File: src/common/coreTypes_pkg.sv
`default_nettype none

package coreTypes_pkg;

        localparam int dataWidth    = 16;
        localparam int regAddrWidth = 3;
        localparam int opWidth      = 7;
        localparam int immWidth     = 6;
        localparam int numRegs      = 2 ** regAddrWidth;

        typedef enum logic [3:0] {
                aluAnd   = 4'd1,
                aluAdd   = 4'd2,
                aluOr    = 4'd3,
                aluSub   = 4'd5,
                aluPassB = 4'd12,
                aluXor   = 4'd13
        } aluOp_t;

        typedef enum logic [3:0] {
                bsNone = 4'd0,
                bsShl  = 4'd2,
                bsShr  = 4'd3,
                bsSra  = 4'd4,
                bsRol  = 4'd5
        } bsOp_t;

        typedef struct packed {
                aluOp_t aluOp;
                bsOp_t  bsOp;
                logic   regWrite;
                logic   immSel;    // operand B from immediate
                logic   immSigned;
                logic   enable;    // low only for halt
        } ctrlWord_t;

        typedef struct packed {
                logic [opWidth-1:0]      opcode;
                logic [regAddrWidth-1:0] rd;
                logic [regAddrWidth-1:0] rs;
                logic [regAddrWidth-1:0] rt;
        } instr_t;

        typedef struct packed {
                ctrlWord_t               ctrl;
                logic [regAddrWidth-1:0] rd;
                logic [regAddrWidth-1:0] rs;
                logic [regAddrWidth-1:0] rt;
                logic [immWidth-1:0]     imm;
                logic [dataWidth-1:0]    opA;
                logic [dataWidth-1:0]    opB;
        } execEntry_t;

        typedef struct packed {
                logic                    regWrite;
                logic [regAddrWidth-1:0] rd;
                logic [dataWidth-1:0]    result;
        } wbEntry_t;

        localparam logic [opWidth-1:0] opShlI  = 7'd1;
        localparam logic [opWidth-1:0] opShrI  = 7'd2;
        localparam logic [opWidth-1:0] opSraI  = 7'd3;
        localparam logic [opWidth-1:0] opAdd   = 7'd4;
        localparam logic [opWidth-1:0] opSub   = 7'd5;
        localparam logic [opWidth-1:0] opAddI  = 7'd6;
        localparam logic [opWidth-1:0] opSubI  = 7'd7;
        localparam logic [opWidth-1:0] opLoadI = 7'd8;
        localparam logic [opWidth-1:0] opCmp   = 7'd9;
        localparam logic [opWidth-1:0] opAddIS = 7'd10;
        localparam logic [opWidth-1:0] opOr    = 7'd12;
        localparam logic [opWidth-1:0] opXor   = 7'd13;
        localparam logic [opWidth-1:0] opShl   = 7'd14;
        localparam logic [opWidth-1:0] opShr   = 7'd15;
        localparam logic [opWidth-1:0] opSra   = 7'd16;
        localparam logic [opWidth-1:0] opAnd   = 7'd17;
        localparam logic [opWidth-1:0] opRol   = 7'd19;
        localparam logic [opWidth-1:0] opHalt  = 7'd75;

endpackage

`default_nettype wire

File: src/rtl/controlCore.sv
`default_nettype none

module controlCore (
        input  logic [coreTypes_pkg::opWidth-1:0] opcode,
        output coreTypes_pkg::ctrlWord_t          ctrl
);
        import coreTypes_pkg::*;

        always_comb begin
                // plain register write through the ALU unless told otherwise
                ctrl.aluOp     = aluPassB;
                ctrl.bsOp      = bsNone;
                ctrl.regWrite  = 1'b1;
                ctrl.immSel    = 1'b0;
                ctrl.immSigned = 1'b0;
                ctrl.enable    = 1'b1;

                case (opcode)
                        opShlI: begin
                                ctrl.bsOp   = bsShl;
                                ctrl.immSel = 1'b1;
                        end
                        opShrI: begin
                                ctrl.bsOp   = bsShr;
                                ctrl.immSel = 1'b1;
                        end
                        opSraI: begin
                                ctrl.bsOp   = bsSra;
                                ctrl.immSel = 1'b1;
                        end
                        opAdd: ctrl.aluOp = aluAdd;
                        opSub: ctrl.aluOp = aluSub;
                        opAddI: begin
                                ctrl.aluOp  = aluAdd;
                                ctrl.immSel = 1'b1;
                        end
                        opSubI: begin
                                ctrl.aluOp  = aluSub;
                                ctrl.immSel = 1'b1;
                        end
                        opLoadI: begin
                                ctrl.immSel = 1'b1;   // pass-B of the immediate
                        end
                        opCmp: begin
                                ctrl.aluOp    = aluSub;
                                ctrl.immSel   = 1'b1;
                                ctrl.regWrite = 1'b0;
                        end
                        opAddIS: begin
                                ctrl.aluOp     = aluAdd;
                                ctrl.immSel    = 1'b1;
                                ctrl.immSigned = 1'b1;
                        end
                        opOr:  ctrl.aluOp = aluOr;
                        opXor: ctrl.aluOp = aluXor;
                        opShl: ctrl.bsOp = bsShl;
                        opShr: ctrl.bsOp = bsShr;
                        opSra: ctrl.bsOp = bsSra;
                        opAnd: ctrl.aluOp = aluAnd;
                        opRol: ctrl.bsOp = bsRol;
                        opHalt: begin
                                ctrl.regWrite = 1'b0;
                                ctrl.enable   = 1'b0;
                        end
                        default: ctrl.regWrite = 1'b0;   // unknown op writes nothing
                endcase
        end

endmodule

`default_nettype wire

File: src/rtl/stageReg.sv
`default_nettype none

module stageReg #(
        parameter type payload_t = logic
) (
        input  logic     clk,
        input  logic     rstN,
        input  logic     load,
        input  payload_t dIn,
        output logic     valid,
        output payload_t q
);

        always_ff @(posedge clk or negedge rstN) begin
                if (!rstN)
                        valid <= 1'b0;
                else
                        valid <= load;   // bubble when nothing loads
        end

        always_ff @(posedge clk) begin
                if (load)
                        q <= dIn;
        end

endmodule

`default_nettype wire

File: src/rtl/regBank.sv
`default_nettype none

module regBank (
        input  logic                                   clk,
        input  logic                                   rstN,
        input  logic                                   wrEn,
        input  logic [coreTypes_pkg::regAddrWidth-1:0] wrAddr,
        input  logic [coreTypes_pkg::regAddrWidth-1:0] rdAddrA,
        input  logic [coreTypes_pkg::regAddrWidth-1:0] rdAddrB,
        input  logic [coreTypes_pkg::dataWidth-1:0]    wrData,
        output logic [coreTypes_pkg::dataWidth-1:0]    rdDataA,
        output logic [coreTypes_pkg::dataWidth-1:0]    rdDataB
);
        import coreTypes_pkg::*;

        logic [dataWidth-1:0] regs [numRegs];

        always_ff @(posedge clk or negedge rstN) begin
                if (!rstN) begin
                        for (int i = 0; i < numRegs; i++)
                                regs[i] <= '0;
                end else if (wrEn) begin
                        regs[wrAddr] <= wrData;
                end
        end

        // write-through so a read in the write cycle sees the new value
        always_comb begin
                if (wrEn && wrAddr == rdAddrA)
                        rdDataA = wrData;
                else
                        rdDataA = regs[rdAddrA];

                if (wrEn && wrAddr == rdAddrB)
                        rdDataB = wrData;
                else
                        rdDataB = regs[rdAddrB];
        end

endmodule

`default_nettype wire

File: src/rtl/execUnit/aluUnit.sv
`default_nettype none

module aluUnit (
        input  coreTypes_pkg::aluOp_t                aluOp,
        input  logic [coreTypes_pkg::dataWidth-1:0]  a,
        input  logic [coreTypes_pkg::dataWidth-1:0]  b,
        output logic [coreTypes_pkg::dataWidth-1:0]  y
);
        import coreTypes_pkg::*;

        always_comb begin
                case (aluOp)
                        aluAnd: begin
                                y = a & b;
                        end
                        aluAdd: begin
                                y = a + b;   // wraps on 16 bits
                        end
                        aluOr: begin
                                y = a | b;
                        end
                        aluSub: begin
                                y = a - b;
                        end
                        aluXor: begin
                                y = a ^ b;
                        end
                        default: begin
                                // pass-B also for unused codes
                                y = b;
                        end
                endcase
        end

endmodule

`default_nettype wire

File: src/rtl/execUnit/execStage.sv
`default_nettype none

module execStage (
        input  coreTypes_pkg::execEntry_t ex,
        input  logic                      wbValid,
        input  coreTypes_pkg::wbEntry_t   wb,
        output coreTypes_pkg::wbEntry_t   res
);
        import coreTypes_pkg::*;

        logic                   fwdA;
        logic                   fwdB;
        logic [dataWidth-1:0]   opA;
        logic [dataWidth-1:0]   regB;
        logic [dataWidth-1:0]   immExt;
        logic [dataWidth-1:0]   opB;
        logic [dataWidth-1:0]   aluY;
        logic [dataWidth-1:0]   shiftY;
        logic [3:0]             shAmt;
        logic [2*dataWidth-1:0] rotWide;

        // bypass from the instruction one ahead
        assign fwdA = wbValid && wb.regWrite && (wb.rd == ex.rs);
        assign fwdB = wbValid && wb.regWrite && (wb.rd == ex.rt);
        assign opA  = fwdA ? wb.result : ex.opA;
        assign regB = fwdB ? wb.result : ex.opB;

        assign immExt = ex.ctrl.immSigned ?
                        {{(dataWidth-immWidth){ex.imm[immWidth-1]}}, ex.imm} :
                        {{(dataWidth-immWidth){1'b0}}, ex.imm};
        assign opB    = ex.ctrl.immSel ? immExt : regB;

        aluUnit uAlu (
                .aluOp(ex.ctrl.aluOp),
                .a    (opA),
                .b    (opB),
                .y    (aluY)
        );

        assign shAmt   = opB[3:0];
        assign rotWide = {opA, opA} << shAmt;   // upper half is the rotate

        always_comb begin
                case (ex.ctrl.bsOp)
                        bsShl:   shiftY = opA << shAmt;
                        bsShr:   shiftY = opA >> shAmt;
                        bsSra:   shiftY = $signed(opA) >>> shAmt;
                        bsRol:   shiftY = rotWide[2*dataWidth-1 -: dataWidth];
                        default: shiftY = opA;
                endcase
        end

        assign res.regWrite = ex.ctrl.regWrite;
        assign res.rd       = ex.rd;
        assign res.result   = (ex.ctrl.bsOp != bsNone) ? shiftY : aluY;

endmodule

`default_nettype wire

File: src/rtl/miniCore.sv
`default_nettype none

module miniCore (
        input  logic                                   clk,
        input  logic                                   rstN,
        input  logic                                   take,
        input  coreTypes_pkg::instr_t                  instr,
        output logic                                   wbValid,
        output logic [coreTypes_pkg::regAddrWidth-1:0] wbDest,
        output logic [coreTypes_pkg::dataWidth-1:0]    wbData,
        output logic                                   halted
);
        import coreTypes_pkg::*;

        ctrlWord_t            decCtrl;
        execEntry_t           decEntry;
        execEntry_t           exEntry;
        wbEntry_t             exResult;
        wbEntry_t             wbEntry;
        logic                 accept;
        logic                 exValid;
        logic                 wbStageValid;
        logic                 regWrEn;
        logic [dataWidth-1:0] rdDataA;
        logic [dataWidth-1:0] rdDataB;

        assign accept = take & ~halted;

        controlCore uDecode (.opcode(instr.opcode), .ctrl(decCtrl));

        regBank uRegs (
                .clk    (clk),
                .rstN   (rstN),
                .wrEn   (regWrEn),
                .wrAddr (wbEntry.rd),
                .rdAddrA(instr.rs),
                .rdAddrB(instr.rt),
                .wrData (wbEntry.result),
                .rdDataA(rdDataA),
                .rdDataB(rdDataB)
        );

        always_comb begin
                decEntry               = '0;
                decEntry.ctrl          = decCtrl;
                decEntry.ctrl.regWrite = decCtrl.regWrite & decCtrl.enable;
                decEntry.rd            = instr.rd;
                decEntry.rs            = instr.rs;
                decEntry.rt            = instr.rt;
                decEntry.imm           = {instr.rs, instr.rt};   // low six bits
                decEntry.opA           = rdDataA;
                decEntry.opB           = rdDataB;
        end

        stageReg #(.payload_t(execEntry_t)) uExReg (
                .clk(clk), .rstN(rstN), .load(accept),
                .dIn(decEntry), .valid(exValid), .q(exEntry)
        );

        execStage uExec (.ex(exEntry), .wbValid(wbStageValid), .wb(wbEntry), .res(exResult));

        stageReg #(.payload_t(wbEntry_t)) uWbReg (
                .clk(clk), .rstN(rstN), .load(exValid),
                .dIn(exResult), .valid(wbStageValid), .q(wbEntry)
        );

        assign regWrEn = wbStageValid & wbEntry.regWrite;
        assign wbValid = regWrEn;
        assign wbDest  = wbEntry.rd;
        assign wbData  = wbEntry.result;

        // sticky until reset
        always_ff @(posedge clk or negedge rstN) begin
                if (!rstN)
                        halted <= 1'b0;
                else if (accept && !decCtrl.enable)
                        halted <= 1'b1;
        end

endmodule

`default_nettype wire

File: config.mk
export PLATFORM = sky130hd
export DESIGN_NAME = miniCore
export DESIGN_NICKNAME = d
export VERILOG_FILES = /design/src/common/coreTypes_pkg.sv /design/src/rtl/controlCore.sv /design/src/rtl/stageReg.sv /design/src/rtl/regBank.sv /design/src/rtl/execUnit/aluUnit.sv /design/src/rtl/execUnit/execStage.sv /design/src/rtl/miniCore.sv
export SDC_FILE = /design/constraint.sdc
export NUM_CORES = 1
export LEC_CHECK = 0
export ABC_AREA = 0
export BUFFER_PORTS_ARGS = -buffer_cell sky130_fd_sc_hd__buf_2
export CAP_MARGIN = 20
export CORE_ASPECT_RATIO = 0.7
export CORE_UTILIZATION = 65
export DETAILED_ROUTE_END_ITERATION = 8
export MAX_ROUTING_LAYER = met4
export PLACE_DENSITY = 0.84
export SKIP_CTS_REPAIR_TIMING = 1
export SLEW_MARGIN = 0
export SYNTH_ARGS = -nofsm -noshare
export SYNTH_HDL_FRONTEND = slang
export SYNTH_SLANG_ARGS = --single-unit
File: constraint.sdc
create_clock -name clk -period 12.32 [get_ports clk]
set_clock_uncertainty 0.05 [all_clocks]
set_input_delay 1.848 -clock clk [delete_from_list [all_inputs] [get_ports clk]]
set_output_delay 1.848 -clock clk [all_outputs]
set_load 0.02 [all_outputs]
==> flow_metrics.tcl, run 1 <==
set metrics [dict create \
    synth_cell_type_count 79 \
    drc 0 \
    grt_start_max_net_pins 75 \
    syn_avg_cell_area_um2 10.1 \
    fmax_ghz 0.154 \
    dp_hpwl_um 36100 \
    finalCriticalPeriod_ns 6.51 \
    synth_top_area_cell "dfrtp_1" \
    seqPwrFrac_pct 40.0 \
    synth_top_cell_area_share_pct 21.8 \
    netlist_area_um2 15100 \
    die_w_um 184 \
    grt_pass1_vias 12400 \
    crit_path_start_kind "flop" \
    stdcell_area_um2 15900 \
    placed_cells 1744 \
    cts_sinks 202 \
    p_leak_nw 6.54 \
    final_max_slew_viol_count 0 \
    drt_iter0_markers 2135 \
    ir_drop_uv 127 \
    synth_edf_count 71 \
    clk_latency_ns 0.52 \
    row_count 46 \
    syn_nets 1565 \
    crit_type "reg -> reg" \
    setup_viol 0 \
    power_switching_mw 1.08 \
    switching_share_pct 38.9 \
    required_ns 12.51 \
    grt_pass1_wl_um 78100 \
    area_growth_pct 5.81 \
    n_antenna_cell 0 \
    cts_buffer_depth 3 \
    maxCapViolCount 0 \
    finalWeightedCongestion 1.06 \
    hold_class "reg -> reg" \
    synth_cells 1496 \
    combinationalPowerShare_pct 38.2 \
    drive_above_1_share_pct 21.9 \
    antenna_found_initial 0 \
    status "complete, no violations" \
    wl_um 52600 \
    synth_ff_type "dfrtp_1" \
    tightest_slew_ns 1.14 \
    final_hold_viol_count 0 \
    crit_arrival_ns 6.70 \
    grt_overflow_total 0 \
    rsz0062_at_grt "no" \
    async_reset_ff_share_pct 64.9 \
    die_area_um2 23800 \
    die-height_um 129 \
    start_util_pct 66.5 \
    cts-buffers-inserted 20 \
    power-per-cell-area_nw_per_um2 174 \
    power_mw 2.78 \
    wl_per_cell_um 29.5 \
    root_buffer "clkbuf_16" \
    placed_cell_area_um2 15300 \
    p_int_mw 1.70 \
    via_count 13200 \
    via_per_inst 7.41 \
    drt-pass1-iter-count 6 \
    final_cells 1780 \
    max-slew-margin-rel_pct 23.8 \
    fin_crit_sh_pct 52.9 \
    fin_setup_tns_ns 0 \
    coreArea_um2 22700 \
    synth-seq-cells 202 \
    synthTopCellsByArea "dfrtp_1, edfxtp_1, mux2_2, mux4_2, mux2i_1" \
    clk_pin_slew_ns 0.07 \
    postRouteAntennaNets 0 \
    p_clk_share_pct 21.8 \
    htree_levels 1 \
    fin_nets 1523 \
    yosysWarningCount 0 \
    critPathCaptureType "flop" \
    ys_seq_area_share_pct 35.9 \
    io_buffer_count 39 \
    critPathMaxFanout 41 \
    ios 40 \
    cts_tree "built" \
    grt_usage_pct 46.2 \
]
==> metrics by stage <==
stage / hold slack, ns / setup slack (ns) / utilization (%)
6_report: 0.384 / 5.81 / 70.3
5_1_grt: 0.396 / 5.53 / 70.3
4_1_cts: 0.383 / 5.95 / 70.3
3_5_place_dp: 0.367 / 6.02 / 67.6
3_3_place_gp: 0.362 / 6.23 / 67.5
2_1_floorplan: 0.350 / 7.21 / -
==> final cells by class <==
class | count | area, um2
clock inverter | 5 | 23.8
clock buffer | 31 | 594
multi-input combinational | 1107 | 8870
inverter | 51 | 191
timing repair buffer | 72 | 469
tap | 312 | 390
fill | 1609 | 6730
sequential | 202 | 5410
==> power by group through the flow <==
stage | Sequential, mW | Clock, mW | Combinational [mW]
after CTS | 1.09 | 0.601 | 1.03
after global routing | 1.12 | 0.626 | 1.12
after detailed placement | 1.10 | 0 | 1.01
final | 1.11 | 0.604 | 1.06
after global placement | 1.07 | 0 | 0.981
after floorplan | 0.996 | 0 | 0.777
==> synth_stat cells (all sizes together), types with 30 or more instances <==
cell / count
ha: 49
mux4: 66
inv: 51
a21oi: 83
o21ai: 122
nand2: 151
mux2: 132
nor2: 94
mux2i: 70
clkbuf: 85
buf: 51
edfxtp: 71
nor3: 30
dfrtp: 131
==> path summary, 6_finish.rpt <==
path                       cells past startpoint  slack, ns         start        endpoint
setup reg to reg                              20       5.81  uWbReg.q[19]    uWbReg.q[10]
hold reg to reg                                0       0.38  uExReg.q[45]    uWbReg.q[17]
setup / recovery                              20       5.81  uWbReg.q[19]    uWbReg.q[10]
max in group asynchronous                      2       9.60          rstN  uRegs.regs[31]
min in group asynchronous                      1       1.26          rstN  uRegs.regs[22]
hold / removal                                 0       0.38  uExReg.q[45]    uWbReg.q[17]
==> sequential cells by signal (all words and copies together), names as in the netlist <==
| signal | cells |
|---|---|
| halted | 1 |
| uExReg.valid | 1 |
| uWbReg.valid | 1 |
| uRegs.regs | 128 |
| uWbReg.q | 20 |
| uExReg.q | 51 |
==> kinds of logic after synthesis <==
family / synth area share [%]
multiplexers: 24.4
AO/OA/AOI/OAI: 15.7
flip-flops: 35.9
buffers and inverters: 5.50
AND/OR/NAND/NOR: 11.7
adder cells (fa/ha/maj): 4.20
XOR/XNOR: 2.61
==> worst max-delay path: stages (launching register included) <==
cell and delay (ns):
edfxtp_1 0.36, nand2_1 0.52, inv_1 0.23, nand4_1 0.59, o211a_1 0.26, buf_4 0.42, inv_1 0.09, buf_4 0.29
nor2_1 0.55, a21oi_1 0.17, xnor2_1 0.17, ha_1 0.35, o21a_1 0.18, o31a_1 0.13, o211ai_1 0.17, a21boi_0 0.15
o31a_1 0.29, or3_1 0.31, a311oi_1 0.27, a211oi_1 0.08, or4_1 0.56
==> cell usage in the layout (no fill, tap or decap), drive strengths merged, types with 15 or more instances in the layout <==
| master | instances |
|---|---|
| a21oi | 83 |
| o221ai | 16 |
| mux2 | 132 |
| o21ai | 122 |
| nand2 | 151 |
| nor2 | 94 |
| ha | 49 |
| clkbuf | 31 |
| buf | 72 |
| mux2i | 70 |
| inv | 53 |
| edfxtp | 71 |
| mux4 | 66 |
| nand3 | 22 |
| xnor2 | 27 |
| a211oi | 16 |
| o22ai | 17 |
| dfrtp | 131 |
| o211ai | 15 |
| nor2b | 15 |
| nor3 | 30 |
==> metal layers <==
metal / global-route usage [%] / up-vias / routed length (um)
li1: - / 5477 / -
met1: 63.3 / 6392 / 20500
met2: 65.4 / 1128 / 22300
met3: 14.3 / 200 / 7810
met4: 14.3 / 0 / 1870
met5: - / - / 0
(Power assumes the default switching activity.)
==> inputs of run 2 (changes only) <==
CORE_UTILIZATION = 58   (was 65)
PLACE_DENSITY = 0.79   (was 0.84)
clock period = 5.7 ns   (was 12.32 ns; I/O delays follow)
==> run 2 against run 1 <==
Setup slack worse by 5.3 ns. Critical endpoint unchanged. Clock-buffer cell count is 2 higher. Final cell count is 1.9% higher. Global-route usage is 7.2 points lower. Largest power group unchanged.
==> flow_metrics.tcl, run 2 (synthesis results as in run 1) <==
set metrics [dict create \
    die_w_um 195 \
    seqPwrFrac_pct 38.9 \
    dp_hpwl_um 35400 \
    switching_share_pct 37.1 \
    maxCapViolCount 0 \
    via_count 12800 \
    power-per-cell-area_nw_per_um2 370 \
    required_ns 5.91 \
    status "complete, no violations" \
    max_stage_delay_ns 0.59 \
    rsz0062_at_grt "no" \
    clk_pin_slew_ns 0.07 \
    fillers 1969 \
    crit_arrival_ns 5.44 \
    grt_pass1_vias 12100 \
    io_buffer_count 39 \
    die-height_um 137 \
    combinationalPowerShare_pct 37.8 \
    cpMostUsedCell "o31a_1" \
    final_max_slew_viol_count 0 \
    final_cell_mix "nand2_1, mux2_2, dfrtp_1" \
    p_int_mw 3.77 \
    max-slew-margin-rel_pct 21.3 \
    finalWeightedCongestion 1.09 \
    clk_latency_ns 0.52 \
    fmax_ghz 0.192 \
    antenna_found_initial 1 \
    top_register "uRegs.regs" \
    power_switching_mw 2.22 \
    p_clk_share_pct 23.3 \
    ios 40 \
    cts-buffers-inserted 22 \
    fin_util_pct 64.6 \
    hold_class "in -> async" \
    critPathTopFamily "compound AO/OA/AOI/OAI gates" \
    row_count 48 \
    fin_nets 1540 \
    postRouteAntennaNets 0 \
    cp_cell_sequence "xor2_2 > o41ai_1 > o211a_1 > inv_1 > nor2_1 > a21oi_1 > xnor2_1 > ha_1 > o21a_1 > o31a_1 > o211ai_1 > a21boi_0 > o31a_1 > or3_1 > a311oi_1 > a211oi_1 > or4_1" \
    ff2ff_setup_slack_ns 0.48 \
    wl_per_cell_um 27.4 \
    root_buffer "clkbuf_16" \
    largest_reg_flops 128 \
    cp_slowest_cell "edfxtp_1" \
    tightest_slew_ns 1.18 \
    cts_buffer_depth 3 \
    critPathMaxFanout 11 \
    grt_pass1_wl_um 75000 \
    reg2regPathDepth 17 \
    die_area_um2 26600 \
    crit_path_start_kind "flop" \
    area_growth_pct 7.35 \
    setup_viol 0 \
    fin_crit_sh_pct 91.6 \
    coreArea_um2 25000 \
    regArea_um2 5410 \
    crit_type "reg -> reg" \
    start_util_pct 60.2 \
    reg.largest.list "uRegs.regs x128, uExReg.q x51, uWbReg.q x20" \
    htree_levels 1 \
    cts_tree "built" \
    cts_sinks 202 \
    grt_start_max_net_pins 74 \
    fin_setup_tns_ns 0 \
    drive_above_1_share_pct 23.5 \
    r2r_start "uWbReg.q[17]" \
    critPathCaptureType "flop" \
    drt_iter0_markers 1936 \
    ir_drop_uv 258 \
    multiInputGateArea_um2 8870 \
    drt-pass1-iter-count 5 \
    r2r-end "uWbReg.q[10]" \
    grt_usage_pct 38.9 \
    drc 0 \
    grt_overflow_total 0 \
    via_per_inst 7.05 \
    finalCriticalPeriod_ns 5.22 \
    final_common_cell "nand2_1" \
    p_leak_nw 6.66 \
    final_hold_viol_count 0 \
    wl_um 49700 \
    cp_num_buf_inv 1 \
]
## run 2: cell types whose count changed in the layout (fill, tap and decap cells not counted), sizes merged
cell / before / now
inv: 53 / 52
buf: 72 / 87
clkinv: 3 / 6
clkbuf: 31 / 33
diode: 0 / 1
## run 2: through the flow
step | power, mW | worst slack, ns | instance area, um2 | hold WS [ns] | std cells
6_report | 5.98 | 0.479 | 16200 | 0.316 | 1813
5_1_grt | 6.24 | 0.222 | 16200 | 0.373 | 1813
4_1_cts | 5.91 | 0.583 | 16100 | 0.335 | 1810
3_5_place_dp | 4.50 | 0.578 | 15400 | 0.367 | 1770
3_3_place_gp | 4.43 | 0.625 | 15400 | 0.356 | 1770
2_1_floorplan | 3.83 | 0.595 | 15100 | 0.350 | 1496
## run 2: how the worst max path moves through the flow
| stage | from | to | slack [ns] | depth (start not counted) |
|---|---|---|---|---|
| final | uWbReg.q[17] | uWbReg.q[10] | 0.48 | 17 |
| after global routing | uWbReg.q[17] | uWbReg.q[10] | 0.22 | 17 |
| after CTS | uWbReg.q[17] | uWbReg.q[10] | 0.58 | 17 |
| after detailed placement | uWbReg.q[17] | uWbReg.q[10] | 0.58 | 17 |
| after global placement | uWbReg.q[17] | uWbReg.q[10] | 0.63 | 17 |
| after floorplan | uWbReg.q[16] | uWbReg.q[10] | 0.59 | 19 |
## run 2: power by group through the flow
| stage | Clock [mW] | Sequential [mW] | Combinational (mW) |
|---|---|---|---|
| floorplan | 0 | 2.15 | 1.68 |
| global placement | 0 | 2.29 | 2.13 |
| detailed placement | 0 | 2.33 | 2.17 |
| CTS | 1.41 | 2.32 | 2.18 |
| global route | 1.46 | 2.37 | 2.40 |
| finish | 1.40 | 2.33 | 2.26 |
## run 2: metal layers
metal	global-route usage, %	vias up	share of wire [%]
met2	54.4	853	41
met3	9.59	98	13
li1	-	5507	-
met4	8.60	0	2.2
met5	-	-	0
met1	56.8	6324	44
## run 2: worst reg2reg max path: cells and delay by family (launching register included)
kind | cells | cell delay (ns)
AOI/OAI and AO/OA | 10 | 2.05
and+or+nand+nor | 3 | 1.28
xor gates and xnor gates | 2 | 0.46
DFF | 1 | 0.59
buffers and inverters | 1 | 0.19
adders and majority gates | 1 | 0.36
## run 2: area by class of cell
| type | count | share of cell area (%) |
|---|---|---|
| clock buffers | 33 | 4.10 |
| repair buffers | 87 | 3.62 |
| clock inverters | 7 | 0.286 |
| diodes | 1 | 0.0155 |
| flip-flops and latches | 202 | 33.4 |
| well taps | 325 | 2.51 |
| inverters | 51 | 1.18 |
| multi-input cells | 1107 | 54.8 |
==> inputs of run 3 (changes only) <==
--- a/config.mk
+++ b/config.mk
@@ -12,2 +12,3 @@
 export CORE_UTILIZATION = 58
+export CTS_CLUSTER_DIAMETER = 150
 export DETAILED_ROUTE_END_ITERATION = 8
==> constraint.sdc (replaced) <==
create_clock -name clk -period 5.7 [get_ports clk]
set_clock_uncertainty 0.05 [all_clocks]
set_input_delay 1.14 -clock clk [delete_from_list [all_inputs] [get_ports clk]]
set_output_delay 1.14 -clock clk [all_outputs]
set_load 0.02 [all_outputs]
==> run 3 against run 2 <==
Critical path depth fell by 1. Power down 0.12%. Maximum frequency decreased by 1.3%. Die area stayed put. Utilization decreased by 0.14 points. Non-clock buffer count did not move. Largest cell class unchanged. Largest power group unchanged. Highest routed layer unchanged.
==> flow_metrics.tcl, run 3 (synthesis results as in run 1) <==
set metrics [dict create \
    required_ns 5.91 \
    fmax_ghz 0.189 \
    max-slew-margin-rel_pct 22.9 \
    htree_levels 1 \
    io_buffer_count 39 \
    r2r-end "uWbReg.q[14]" \
    fin_crit_sh_pct 92.8 \
    ir_drop_uv 306 \
    drc 0 \
    hp-start "uExReg.q[45]" \
    start_util_pct 60.2 \
    final_cells 1810 \
    drt-pass1-iter-count 7 \
    die_area_um2 26600 \
    fin_util_pct 64.5 \
    setup_slack_ns 0.409 \
    power-per-cell-area_nw_per_um2 370 \
    row_count 48 \
    crit_arrival_ns 5.51 \
    tightest_slew_ns 1.16 \
    coreArea_um2 25000 \
    wl_met2_um 20500 \
    cts_buffer_depth 3 \
    power_mw 5.98 \
    cts_sinks 202 \
    whs_ns 0.370 \
    stdcell_area_um2 16100 \
    drt_iter0_markers 1863 \
    cp_cell_sequence "xnor2_1 > nand4_1 > buf_4 > o211ai_2 > buf_4 > nand2_1 > nor4_2 > nor2_1 > xnor2_1 > ha_1 > o21a_1 > o31a_1 > o41ai_1 > o21ai_0 > xor2_1 > a211o_1" \
    area_growth_pct 7.12 \
    grt_usage_pct 39.1 \
    multiInputGateArea_um2 8870 \
    placed_cells 1770 \
    top_register "uRegs.regs" \
    final_cell_mix "nand2_1, mux2_2, dfrtp_1" \
    drive_above_1_share_pct 23.4 \
    dp_hpwl_um 35000 \
    critPathCaptureType "flop" \
    routed.top_layer "met4" \
    die-height_um 137 \
    max_stage_delay_ns 0.62 \
    via_count 12800 \
    cts_tree "built" \
    power_switching_mw 2.24 \
    whs_path_depth 0 \
    place_ws_ns 0.592 \
    die_w_um 195 \
    clk_latency_ns 0.52 \
    grt_pass1_wl_um 75400 \
    fillers 1961 \
    grt_overflow_total 0 \
    largest_reg_flops 128 \
    postRouteAntennaNets 0 \
    p_leak_nw 6.64 \
    finalWeightedCongestion 1.08 \
    final_hold_viol_count 0 \
    regArea_um2 5410 \
    r2r_start "uWbReg.q[18]" \
    reg.largest.list "uRegs.regs x128, uExReg.q x51, uWbReg.q x20" \
    crit_type "reg -> reg" \
    combinationalPowerShare_pct 37.9 \
    crit_path_start_kind "flop" \
    cp_slowest_cell "edfxtp_1" \
    finalCriticalPeriod_ns 5.29 \
    fin_setup_tns_ns 0 \
    grt_start_max_net_pins 100 \
    cts-buffers-inserted 21 \
    critPathMaxFanout 27 \
    hold_class "reg -> reg" \
    via_per_inst 7.06 \
    seqPwrFrac_pct 39.1 \
    final_max_slew_viol_count 0 \
    maxCapViolCount 0 \
    grt_pass1_vias 12100 \
    n_antenna_cell 0 \
    ios 40 \
    rsz0062_at_grt "no" \
    fin_nets 1539 \
    p_clk_share_pct 23.0 \
    clk_pin_slew_ns 0.07 \
    switching_share_pct 37.6 \
    placed_cell_area_um2 15400 \
    setup_viol 0 \
    wl_um 49300 \
    final_common_cell "nand2_1" \
    ff2ff_setup_slack_ns 0.41 \
    wl_per_cell_um 27.3 \
    dr_wl_met3_um 6670 \
    wl_met1_um 21100 \
    root_buffer "clkbuf_16" \
    antenna_found_initial 0 \
    whs_endpoint "uWbReg.q[17]" \
    status "complete, no violations" \
    reg2regPathDepth 16 \
    p_int_mw 3.73 \
]
## run 3: per-layer routing
layer  track usage (%)  vias up
met1              56.7     6327
li1                  -     5503
met4              8.73        0
met2              54.3      854
met5                 -        -
met3              10.6      100
## run 3: cell type report
| cell class | count | area share [%] |
|---|---|---|
| multi-input cells | 1107 | 55.0 |
| flip-flops and latches | 202 | 33.5 |
| repair buffers | 87 | 3.65 |
| clock buffers | 26 | 3.57 |
| well taps | 325 | 2.52 |
| inverters | 51 | 1.19 |
| clock inverters | 12 | 0.605 |
## run 3: how the worst max path moves through the flow
stage | cells past startpoint | slack, ns | startpoint | to
finish | 16 | 0.41 | uWbReg.q[18] | uWbReg.q[14]
global route | 16 | 0.13 | uWbReg.q[17] | uWbReg.q[10]
CTS | 17 | 0.56 | uWbReg.q[18] | uWbReg.q[10]
detailed placement | 17 | 0.59 | uWbReg.q[18] | uWbReg.q[10]
global placement | 17 | 0.69 | uWbReg.q[18] | uWbReg.q[14]
floorplan | 19 | 0.59 | uWbReg.q[16] | uWbReg.q[10]
## run 3: critical path, delay by kind of cell, from the launching register on
| kind | cells | cell delay [ns] |
|---|---|---|
| and+or+nand+nor | 4 | 1.02 |
| AOI/OAI and AO/OA | 6 | 1.70 |
| xor gates and xnor gates | 3 | 0.62 |
| adders and majority gates | 1 | 0.36 |
| buffers and inverters | 2 | 0.67 |
| DFF | 1 | 0.62 |
## run 3: power by group through the flow
stage | Clock [mW] | Combinational (mW) | Sequential (mW)
2_1_floorplan | 0 | 1.68 | 2.15
3_3_place_gp | 0 | 2.14 | 2.31
3_5_place_dp | 0 | 2.17 | 2.34
4_1_cts | 1.39 | 2.19 | 2.32
5_1_grt | 1.45 | 2.42 | 2.38
6_report | 1.38 | 2.27 | 2.34
